### src/render_cfg.svh
`ifndef RENDER_CFG_SVH
`define RENDER_CFG_SVH

// Video memory bus
`define RENDER_ADDR_W       15      // Word address
`define RENDER_DATA_W       32

// Line buffer
`define RENDER_LINE_PIXELS  640
`define RENDER_LB_IDX_W     10

// Base registers count in 128-word units
`define RENDER_BASE_SHIFT   7

// Map width and height codes
`define RENDER_MAP_32       2'd0
`define RENDER_MAP_64       2'd1
`define RENDER_MAP_128      2'd2
`define RENDER_MAP_256      2'd3

`endif

### src/render_pkg.sv
`include "render_cfg.svh"

package render_pkg;

    // Color depth, codes 0 and 1 render as 4bpp
    typedef enum logic [1:0] {
        DEPTH_4BPP = 2'd2,
        DEPTH_8BPP = 2'd3
    } depth_e;

    typedef enum logic [2:0] {
        WAIT_START = 3'd0,
        FETCH_MAP  = 3'd1,
        WAIT_MAP   = 3'd2,
        FETCH_TILE = 3'd3,
        WAIT_TILE  = 3'd4,
        RENDER     = 3'd5
    } fetch_state_e;

    // Layer registers
    typedef struct packed {
        depth_e      depth;
        logic [1:0]  map_height;     // Map size code
        logic [1:0]  map_width;
        logic [7:0]  map_base;
        logic [7:0]  tile_base;
        logic [11:0] hscroll;
        logic [11:0] vscroll;
        logic [1:0]  pad;
    } layer_cfg_t;

    // One half of a map word
    typedef struct packed {
        logic [3:0] pal_offset;
        logic       vflip;
        logic       hflip;
        logic [9:0] tile_idx;
    } map_entry_t;

    // Tile word on its way to the pixel stage
    typedef struct packed {
        logic [`RENDER_DATA_W-1:0] pixels;
        logic [3:0]                pal_offset;
        logic                      hflip;
    } render_word_t;

endpackage

### src/fetch_seq.sv
`include "render_cfg.svh"

module fetch_seq (
    input  logic                      clk,
    input  logic                      rst,
    input  render_pkg::layer_cfg_t    cfg,
    input  logic                      line_start,

    // Bus master
    output logic [`RENDER_ADDR_W-1:0] bus_addr,
    output logic                      bus_strobe,
    input  logic [`RENDER_DATA_W-1:0] bus_rddata,
    input  logic                      bus_ack,

    // Address stages
    input  logic [`RENDER_ADDR_W-1:0] map_addr,
    input  logic                      col_odd,
    input  logic [`RENDER_ADDR_W-1:0] tile_addr,
    input  render_pkg::map_entry_t    entry,
    output logic [7:0]                htile_cnt,
    output logic                      word_cnt,
    output logic [`RENDER_DATA_W-1:0] map_word,

    // Pixel stage
    output logic                      render_start,
    output render_pkg::render_word_t  render_word,
    input  logic                      busy,
    input  logic                      line_done
);

    import render_pkg::*;

    fetch_state_e state;
    logic         strobe_r;
    logic         last_word;        // Final word of the tile row
    render_word_t pending;          // Fetched, not yet handed over

    assign bus_strobe = strobe_r && !bus_ack;
    assign last_word  = (cfg.depth != DEPTH_8BPP) || word_cnt;

    ///////////////////////////////
    // Sequencer
    ///////////////////////////////

    always_ff @(posedge clk or posedge rst) begin
        if (rst) begin
            state        <= WAIT_START;
            strobe_r     <= 1'b0;
            htile_cnt    <= '0;
            word_cnt     <= 1'b0;
            render_start <= 1'b0;
        end else begin
            render_start <= 1'b0;

            case (state)
                FETCH_MAP: begin
                    strobe_r <= 1'b1;
                    state    <= WAIT_MAP;
                end
                WAIT_MAP: begin
                    if (bus_ack) begin
                        strobe_r <= 1'b0;
                        state    <= FETCH_TILE;
                    end
                end
                FETCH_TILE: begin
                    strobe_r <= 1'b1;
                    state    <= WAIT_TILE;
                end
                WAIT_TILE: begin
                    if (bus_ack) begin
                        strobe_r <= 1'b0;
                        state    <= RENDER;
                    end
                end
                RENDER: begin
                    if (line_done) begin
                        state <= WAIT_START;
                    end else if (!busy) begin
                        render_start <= 1'b1;
                        if (last_word) begin
                            word_cnt  <= 1'b0;
                            htile_cnt <= htile_cnt + 8'd1;
                            state     <= col_odd ? FETCH_MAP : FETCH_TILE;
                        end else begin
                            word_cnt <= 1'b1;
                            state    <= FETCH_TILE;
                        end
                    end
                end
                default: state <= WAIT_START;     // Idle until line start
            endcase

            // Restart wins over everything, a pending transfer is abandoned
            if (line_start) begin
                state        <= FETCH_MAP;
                strobe_r     <= 1'b0;
                htile_cnt    <= '0;
                word_cnt     <= 1'b0;
                render_start <= 1'b0;
            end
        end
    end

    // Address and data registers
    always_ff @(posedge clk) begin
        case (state)
            FETCH_MAP:  bus_addr <= map_addr;
            FETCH_TILE: bus_addr <= tile_addr;
            WAIT_MAP: begin
                if (bus_ack) map_word <= bus_rddata;
            end
            WAIT_TILE: begin
                if (bus_ack) begin
                    pending <= '{pixels: bus_rddata, pal_offset: entry.pal_offset,
                                 hflip: entry.hflip};
                end
            end
            RENDER: begin
                if (!busy && !line_done) render_word <= pending;
            end
            default: ;
        endcase
    end

    a_addr_stable: assert property (@(posedge clk) disable iff (rst)
        bus_strobe |=> $stable(bus_addr))
        else $error("bus_addr changed while strobe pending");

    // Pixel stage must be free for every handover
    a_start_idle: assert property (@(posedge clk) disable iff (rst)
        render_start |-> !busy)
        else $error("render_start while pixel stage busy");

endmodule

### src/layer_renderer.sv
`include "render_cfg.svh"

module layer_renderer (
    input  logic                        clk,
    input  logic                        rst,
    input  render_pkg::layer_cfg_t      cfg,

    // Composer
    input  logic [8:0]                  line_idx,
    input  logic                        line_start,

    // Bus master
    output logic [`RENDER_ADDR_W-1:0]   bus_addr,
    output logic                        bus_strobe,
    input  logic [`RENDER_DATA_W-1:0]   bus_rddata,
    input  logic                        bus_ack,

    // Line buffer
    output logic                        lb_wren,
    output logic [`RENDER_LB_IDX_W-1:0] lb_wridx,
    output logic [7:0]                  lb_wrdata
);

    import render_pkg::*;

    logic [`RENDER_ADDR_W-1:0] map_addr;
    logic                      map_half;
    logic [2:0]                tile_row;
    logic                      col_odd;
    logic [7:0]                htile_cnt;
    logic                      word_cnt;
    logic [`RENDER_DATA_W-1:0] map_word;
    map_entry_t                entry;
    logic [`RENDER_ADDR_W-1:0] tile_addr;
    logic                      render_start;
    render_word_t              render_word;
    logic                      busy;
    logic                      line_done;

    ///////////////////////////////
    // Address stages
    ///////////////////////////////

    map_addr_calc u_map_addr (
        .cfg       (cfg),
        .line_idx  (line_idx),
        .htile_cnt (htile_cnt),
        .map_addr  (map_addr),
        .map_half  (map_half),
        .tile_row  (tile_row),
        .col_odd   (col_odd)
    );

    tile_addr_calc u_tile_addr (
        .cfg       (cfg),
        .map_word  (map_word),
        .map_half  (map_half),
        .tile_row  (tile_row),
        .word_cnt  (word_cnt),
        .entry     (entry),
        .tile_addr (tile_addr)
    );

    fetch_seq u_fetch (
        .clk          (clk),
        .rst          (rst),
        .cfg          (cfg),
        .line_start   (line_start),
        .bus_addr     (bus_addr),
        .bus_strobe   (bus_strobe),
        .bus_rddata   (bus_rddata),
        .bus_ack      (bus_ack),
        .map_addr     (map_addr),
        .col_odd      (col_odd),
        .tile_addr    (tile_addr),
        .entry        (entry),
        .htile_cnt    (htile_cnt),
        .word_cnt     (word_cnt),
        .map_word     (map_word),
        .render_start (render_start),
        .render_word  (render_word),
        .busy         (busy),
        .line_done    (line_done)
    );

    pixel_emit u_pixel (
        .clk          (clk),
        .rst          (rst),
        .cfg          (cfg),
        .line_start   (line_start),
        .render_start (render_start),
        .render_word  (render_word),
        .busy         (busy),
        .line_done    (line_done),
        .lb_wren      (lb_wren),
        .lb_wridx     (lb_wridx),
        .lb_wrdata    (lb_wrdata)
    );

endmodule

### src/map_addr_calc.sv
`include "render_cfg.svh"

module map_addr_calc (
    input  render_pkg::layer_cfg_t    cfg,
    input  logic [8:0]                line_idx,
    input  logic [7:0]                htile_cnt,
    output logic [`RENDER_ADDR_W-1:0] map_addr,
    output logic                      map_half,
    output logic [2:0]                tile_row,
    output logic                      col_odd
);

    logic [11:0] scrolled_line;
    logic [7:0]  vmap_idx;       // Tile row before wrap
    logic [7:0]  vmap_wrapped;
    logic [7:0]  hmap_idx;       // Tile column, wraps below
    logic [15:0] map_idx;

    assign scrolled_line = {3'b000, line_idx} + cfg.vscroll;
    assign vmap_idx      = scrolled_line[10:3];
    assign hmap_idx      = htile_cnt + cfg.hscroll[10:3];

    always_comb begin
        unique case (cfg.map_height)
            `RENDER_MAP_32:  vmap_wrapped = {3'b000, vmap_idx[4:0]};
            `RENDER_MAP_64:  vmap_wrapped = {2'b00, vmap_idx[5:0]};
            `RENDER_MAP_128: vmap_wrapped = {1'b0, vmap_idx[6:0]};
            `RENDER_MAP_256: vmap_wrapped = vmap_idx;
        endcase
    end

    // Row times width plus wrapped column
    always_comb begin
        unique case (cfg.map_width)
            `RENDER_MAP_32:  map_idx = {3'b000, vmap_wrapped, hmap_idx[4:0]};
            `RENDER_MAP_64:  map_idx = {2'b00, vmap_wrapped, hmap_idx[5:0]};
            `RENDER_MAP_128: map_idx = {1'b0, vmap_wrapped, hmap_idx[6:0]};
            `RENDER_MAP_256: map_idx = {vmap_wrapped, hmap_idx};
        endcase
    end

    // Two entries per word
    assign map_addr = {cfg.map_base, {`RENDER_BASE_SHIFT{1'b0}}} + map_idx[15:1];
    assign map_half = map_idx[0];
    assign tile_row = scrolled_line[2:0];
    assign col_odd  = hmap_idx[0];      // Last entry of this map word

endmodule

### src/pixel_emit.sv
`include "render_cfg.svh"

module pixel_emit (
    input  logic                        clk,
    input  logic                        rst,
    input  render_pkg::layer_cfg_t      cfg,
    input  logic                        line_start,
    input  logic                        render_start,
    input  render_pkg::render_word_t    render_word,
    output logic                        busy,
    output logic                        line_done,

    // Line buffer
    output logic                        lb_wren,
    output logic [`RENDER_LB_IDX_W-1:0] lb_wridx,
    output logic [7:0]                  lb_wrdata
);

    import render_pkg::*;

    localparam logic [`RENDER_LB_IDX_W-1:0] LINE_END = `RENDER_LINE_PIXELS;

    render_word_t                word_r;
    logic [2:0]                  xcnt_r;        // Pixel within word
    logic                        busy_r;
    logic [`RENDER_LB_IDX_W-1:0] wridx_r;
    logic [`RENDER_LB_IDX_W-1:0] start_idx;
    logic                        is_8bpp;
    logic                        last_pix;
    logic [2:0]                  pix_sel;
    logic [3:0]                  pix_4bpp;
    logic [7:0]                  pix_8bpp;
    logic [7:0]                  pix_raw;
    logic                        use_pal;

    assign is_8bpp  = (cfg.depth == DEPTH_8BPP);
    assign last_pix = is_8bpp ? (xcnt_r == 3'd3) : (xcnt_r == 3'd7);

    // First pixels of a fine scroll land below zero and wrap out of view
    assign start_idx = '0 - {{(`RENDER_LB_IDX_W - 3){1'b0}}, cfg.hscroll[2:0]};

    // 640 is 5 * 128 and negative start indices have all top bits set
    assign line_done = (wridx_r[`RENDER_LB_IDX_W-1:7] == LINE_END[`RENDER_LB_IDX_W-1:7]);

    ///////////////////////////////
    // Pixel select
    ///////////////////////////////

    assign pix_sel = word_r.hflip ? ~xcnt_r : xcnt_r;

    // Even pixel in the high nibble
    assign pix_4bpp = word_r.pixels[{pix_sel[2:1], ~pix_sel[0], 2'b00} +: 4];
    assign pix_8bpp = word_r.pixels[{pix_sel[1:0], 3'b000} +: 8];
    assign pix_raw  = is_8bpp ? pix_8bpp : {4'b0000, pix_4bpp};

    // Offset only colors 1 to 15
    assign use_pal  = (pix_raw[7:4] == 4'd0) && (pix_raw[3:0] != 4'd0);

    assign lb_wrdata = {use_pal ? word_r.pal_offset : pix_raw[7:4], pix_raw[3:0]};
    assign lb_wridx  = wridx_r;
    assign lb_wren   = busy_r && !line_done;

    // Free during the last pixel so words run back to back
    assign busy = busy_r && !last_pix;

    ///////////////////////////////
    // Counters
    ///////////////////////////////

    always_ff @(posedge clk or posedge rst) begin
        if (rst) begin
            busy_r  <= 1'b0;
            xcnt_r  <= '0;
            wridx_r <= '0;
        end else if (line_start) begin
            busy_r  <= 1'b0;
            xcnt_r  <= '0;
            wridx_r <= start_idx;
        end else if (render_start) begin
            busy_r <= 1'b1;
            xcnt_r <= '0;
        end else if (busy_r) begin
            if (line_done) begin
                busy_r <= 1'b0;           // Rest of the word is off screen
            end else begin
                wridx_r <= wridx_r + 1'b1;
                xcnt_r  <= last_pix ? 3'd0 : xcnt_r + 3'd1;
                busy_r  <= !last_pix;
            end
        end
    end

    always_ff @(posedge clk) begin
        if (render_start) word_r <= render_word;
    end

    // Writes stay on screen or in the fine scroll lead-in below zero
    a_done_quiet: assert property (@(posedge clk) disable iff (rst)
        lb_wren |-> (lb_wridx < LINE_END) || (&lb_wridx[`RENDER_LB_IDX_W-1:3]))
        else $error("line buffer write past line end");

endmodule

### src/tile_addr_calc.sv
`include "render_cfg.svh"

module tile_addr_calc (
    input  render_pkg::layer_cfg_t    cfg,
    input  logic [`RENDER_DATA_W-1:0] map_word,
    input  logic                      map_half,
    input  logic [2:0]                tile_row,
    input  logic                      word_cnt,
    output render_pkg::map_entry_t    entry,
    output logic [`RENDER_ADDR_W-1:0] tile_addr
);

    import render_pkg::*;

    logic [2:0]                row_flipped;
    logic                      word_flipped;
    logic [`RENDER_ADDR_W-1:0] tile_offset;

    // High half holds the odd column
    assign entry = map_half ? map_entry_t'(map_word[16 +: 16])
                            : map_entry_t'(map_word[0 +: 16]);

    assign row_flipped  = entry.vflip ? ~tile_row : tile_row;
    assign word_flipped = entry.hflip ? ~word_cnt : word_cnt;   // 8bpp only

    ///////////////////////////////
    // Pattern offset
    ///////////////////////////////

    always_comb begin
        if (cfg.depth == DEPTH_8BPP) begin
            // 16 words per tile, two per row
            tile_offset = {1'b0, entry.tile_idx, row_flipped, word_flipped};
        end else begin
            tile_offset = {2'b00, entry.tile_idx, row_flipped};    // 8 words per tile
        end
    end

    assign tile_addr = {cfg.tile_base, {`RENDER_BASE_SHIFT{1'b0}}} + tile_offset;

endmodule
### config.mk
export PLATFORM = sky130hd
export DESIGN_NAME = layer_renderer
export DESIGN_NICKNAME = d
export VERILOG_FILES = /design/src/render_pkg.sv /design/src/fetch_seq.sv /design/src/layer_renderer.sv /design/src/map_addr_calc.sv /design/src/pixel_emit.sv /design/src/tile_addr_calc.sv
export VERILOG_INCLUDE_DIRS = /design/src
export SDC_FILE = /design/constraint.sdc
export NUM_CORES = 1
export LEC_CHECK = 0
export BUFFER_PORTS_ARGS = -buffer_cell sky130_fd_sc_hd__clkbuf_2
export CELL_PAD_IN_SITES_DETAIL_PLACEMENT = 0
export CELL_PAD_IN_SITES_GLOBAL_PLACEMENT = 1
export CORE_MARGIN = 10
export CORE_UTILIZATION = 35
export DETAILED_ROUTE_END_ITERATION = 10
export PLACE_DENSITY = 0.63
export SYNTH_ARGS = -nofsm -noshare
export SYNTH_HDL_FRONTEND = slang
export SYNTH_SLANG_ARGS = --single-unit
### constraint.sdc
create_clock -name clk -period 7.3 [get_ports clk]
set_clock_uncertainty 0.15 [all_clocks]
set_input_delay 0.365 -clock clk [delete_from_list [all_inputs] [get_ports clk]]
set_output_delay 0.365 -clock clk [all_outputs]
set_load 0.05 [all_outputs]
==> results.md <==
* Hold Crit Depth at 1
* Max stage delay cell, worst path: edfxtp_1
* Cell accounting for the most synthesized area: edfxtp_1
* Total CTS buffers at 17
* Status: completed
* Largest net degree at the start of global routing at 42
* Logic depth of the worst setup path including buffers at 8
* Synthesized flop and latch total at 186
* Relative max-transition margin at around 23%
* Drt pass-1 iters at 4
* Initial Utilization at between 30% and 40%
* Vias at 6131
* Clk slew on worst S/H paths at 70 ps
* Maximum clock rate at about 220 MHz
* Share of cells above drive strength 1 at 25.38%
* Final setup fails at 0
* Non-Filler Instances at roughly 1200
* Power Dens Cells at about 230 nW/um^2
* Tightest Pin Transition at about 1200 ps
* Cell count of the worst reg-to-reg path at 12
* Rows at ~60
* Post-CTS setup buffer count at 0
* Synthesized area per cell at 13.70 um^2
* Count of cell types in the netlist at 62
* Final net count at 969
* Final worst path period share at around 63%
* Crit path DAT at around 4100 ps
* Residual DRC count at 0
* Hold buffer count at cts at 30
* Placed cells at between 1000 and 1500
* Unrepaired setup endpoints after global routing: no
* Clk_lat worst skew at around 420 ps
* Critical path origin: u_pixel.word_r[0]
* Worst Path Required at around 6800 ps
* Post-synth EDFFs at between 150 and 200
* Synth cell count leaders: edfxtp_1 (158), nor2_1 (61), a21oi_1 (45)
* Initial antenna violation count at 1
* Reg-to-reg setup timing slack at approximately 3600 ps
* Core Region at around 26000 um^2
* Syn Nets at 815
* Routed WL per cell at ~18 um
* Critical-path cell list: buf_4, xor2_1, mux2_2, mux4_2, nor3_2, a21oi_1, a31o_1, clkbuf_2
* Sink Count at 186
* Period minus WS final at around 4600 ps
* H-tree Lvls at 4
* Die ar. at roughly 34000 um^2
* CTS resizes at 0
* Hold Slack at ~32 ps
* Min-delay src: bus_rddata[2]
* Die X at around 180 um
* LEAKAGE at 4.341 nW
* Synth Instances at just under 700
* Critical Path Start Type: flip-flop
* Total track usage at 12.79%
* Synth Warn # at 0
* Register area share after synthesis at about three fifths
* Post-Route Setup TNS at 0 ps
* Hold Path Sink: u_fetch.map_word[2]
* First-pass GRT wire length at approximately 34 mm
* Initial drt markers at 373
* Max incr delay on CP at ~860 ps
* Total Power at about 2.6 mW
* Longest Clk Path Bufs at 2
* Synth top area share at between 50 and 60%
* Final worst slack at ~2700 ps
* Worst Setup End Kind: primary output
* Routability cong. at ~0.80
* CP Class: flip-flop to primary output
* Final hold vios at 0
* Most numerous cell in the Yosys netlist: edfxtp_1
* DRT Wirelength at roughly 21 mm
* Area contributors post-synth: edfxtp_1 (51%), mux4_2 (7.9%), dfrtp_1 (7.5%)
* Worst hold path class: input pin to flip-flop
* Mapped cell area at 9369 um^2
* Max Cap Viol at 0
* ANT nets after route at 0
* Detailed Place HPWL at ~16 mm
* Number of global-route vias before repair at 6386
* Chip height at approximately 180 um
* Synth async-reset ratio at ~15%
* Area delta synth->final at 20.55%
* Worst r2r src: u_fetch.htile_cnt[0]
* Vias per cell at 5.165
* Worst Path Buf+Inv at 2
* Synth Flop Type: edfxtp_1
* GR Overflow Total at 0
* Peak VDD IR at about 0.18 mV
* Root Driver: clkbuf_16
* I/O pins at approximately 130
* Slew Viols, Final at 0
* Count of port buffers added during placement at 123
* Worst-path maximum fanout at 20
* Reg2reg end: u_fetch.bus_addr[13]
* CTS tree: yes
* Kind of cell adding the most delay to the critical path: multiplexers
* Setup slack after placement at 3060 ps
[how the worst max path moves through the flow]
stage / to / slack, ps
after floorplan: u_fetch.bus_addr[13] / 3560
after global placement: lb_wrdata[6] / 3090
after detailed placement: u_fetch.bus_addr[13] / 3060
after CTS: lb_wrdata[6] / 2610
after global routing: lb_wrdata[7] / 2300
final: lb_wrdata[6] / 2710
[final cells by class]
cell class | instances | area, um^2
flip-flops and latches | 186 | 5445
clock inverters | 15 | 195.2
diodes | 1 | 2.502
repair buffers | 161 | 975.9
fillers | 2376 | 14910
clock buffers | 17 | 425.4
inverters | 23 | 86.33
multi-input cells | 449 | 3745
well taps | 335 | 419.2
[power breakdown]
group | leakage [nW] | internal, mW | switching, mW
clock network | 0.294 | 0.468 | 0.454
registers | 1.80 | 1.20 | 0.0271
logic | 2.24 | 0.162 | 0.278
[state kept, by name (all words and copies together), names as in the netlist]
| name | cells |
|---|---|
| u_fetch.pending | 37 |
| u_fetch.render_word | 37 |
| u_pixel.word_r | 37 |
| u_fetch.map_word | 32 |
| u_fetch.bus_addr | 15 |
| u_pixel.lb_wridx | 10 |
| u_fetch.htile_cnt | 8 |
| u_fetch.state | 3 |
| u_pixel.xcnt_r | 3 |
| u_fetch.render_start | 1 |
| u_fetch.strobe_r | 1 |
| u_fetch.word_cnt | 1 |
| u_pixel.busy_r | 1 |
[cell usage in the layout, fill, tap and decap left out, drive strengths merged, types with 4 or more instances in the layout]
master / instances
clkbuf: 140
mux4: 37
a211oi: 5
clkinv: 11
a31oi: 8
mux2i: 18
nor2: 61
nand4: 5
ha: 34
xor2: 12
nand2b: 4
xnor2: 26
dlygate4sd3: 30
mux2: 14
inv: 26
a21o: 8
nor3: 14
a22oi: 4
dfrtp: 28
o22a: 9
a21oi: 45
nor2b: 11
o21ai: 23
fa: 4
and3: 8
o21a: 8
nand2: 40
nand3: 9
buf: 8
edfxtp: 158
[cell families after synthesis]
| family | Yosys count | share of synthesized area (%) |
|---|---|---|
| and+or+nand+nor | 163 | 8.026 |
| buffers and inverters | 49 | 2.164 |
| adders and majority gates | 38 | 5.395 |
| xor gates and xnor gates | 39 | 3.793 |
| muxes | 69 | 12.66 |
| AOI/OAI and AO/OA | 140 | 9.843 |
| DFF | 186 | 58.12 |
[metal layers]
| layer | up-vias | global-route usage [%] | share of wire [%] |
|---|---|---|---|
| li1 | 2945 | - | - |
| met1 | 3007 | 16.22 | 44 |
| met2 | 160 | 21.47 | 50 |
| met3 | 19 | 2.727 | 4.4 |
| met4 | 0 | 3.803 | 1.7 |
| met5 | - | 0 | 0 |
[worst reg2reg max path, cell delays in order (launching register included)]
cell	delay (ps)
dfrtp_1	440
ha_1	320
buf_4	340
mux4_2	570
ha_1	220
fa_1	400
a21oi_1	150
nor2_1	50
nor2_1	160
o21bai_1	90
a21oi_1	180
xor2_1	200
o21ai_0	110
[through the flow]
step	utilization [%]	area [um^2]
after floorplan	-	9369
after global placement	39.58	10370
after detailed placement	39.58	10370
after CTS	43.09	11290
after global routing	43.10	11290
final	43.10	11290
(Power assumes the default switching activity.)
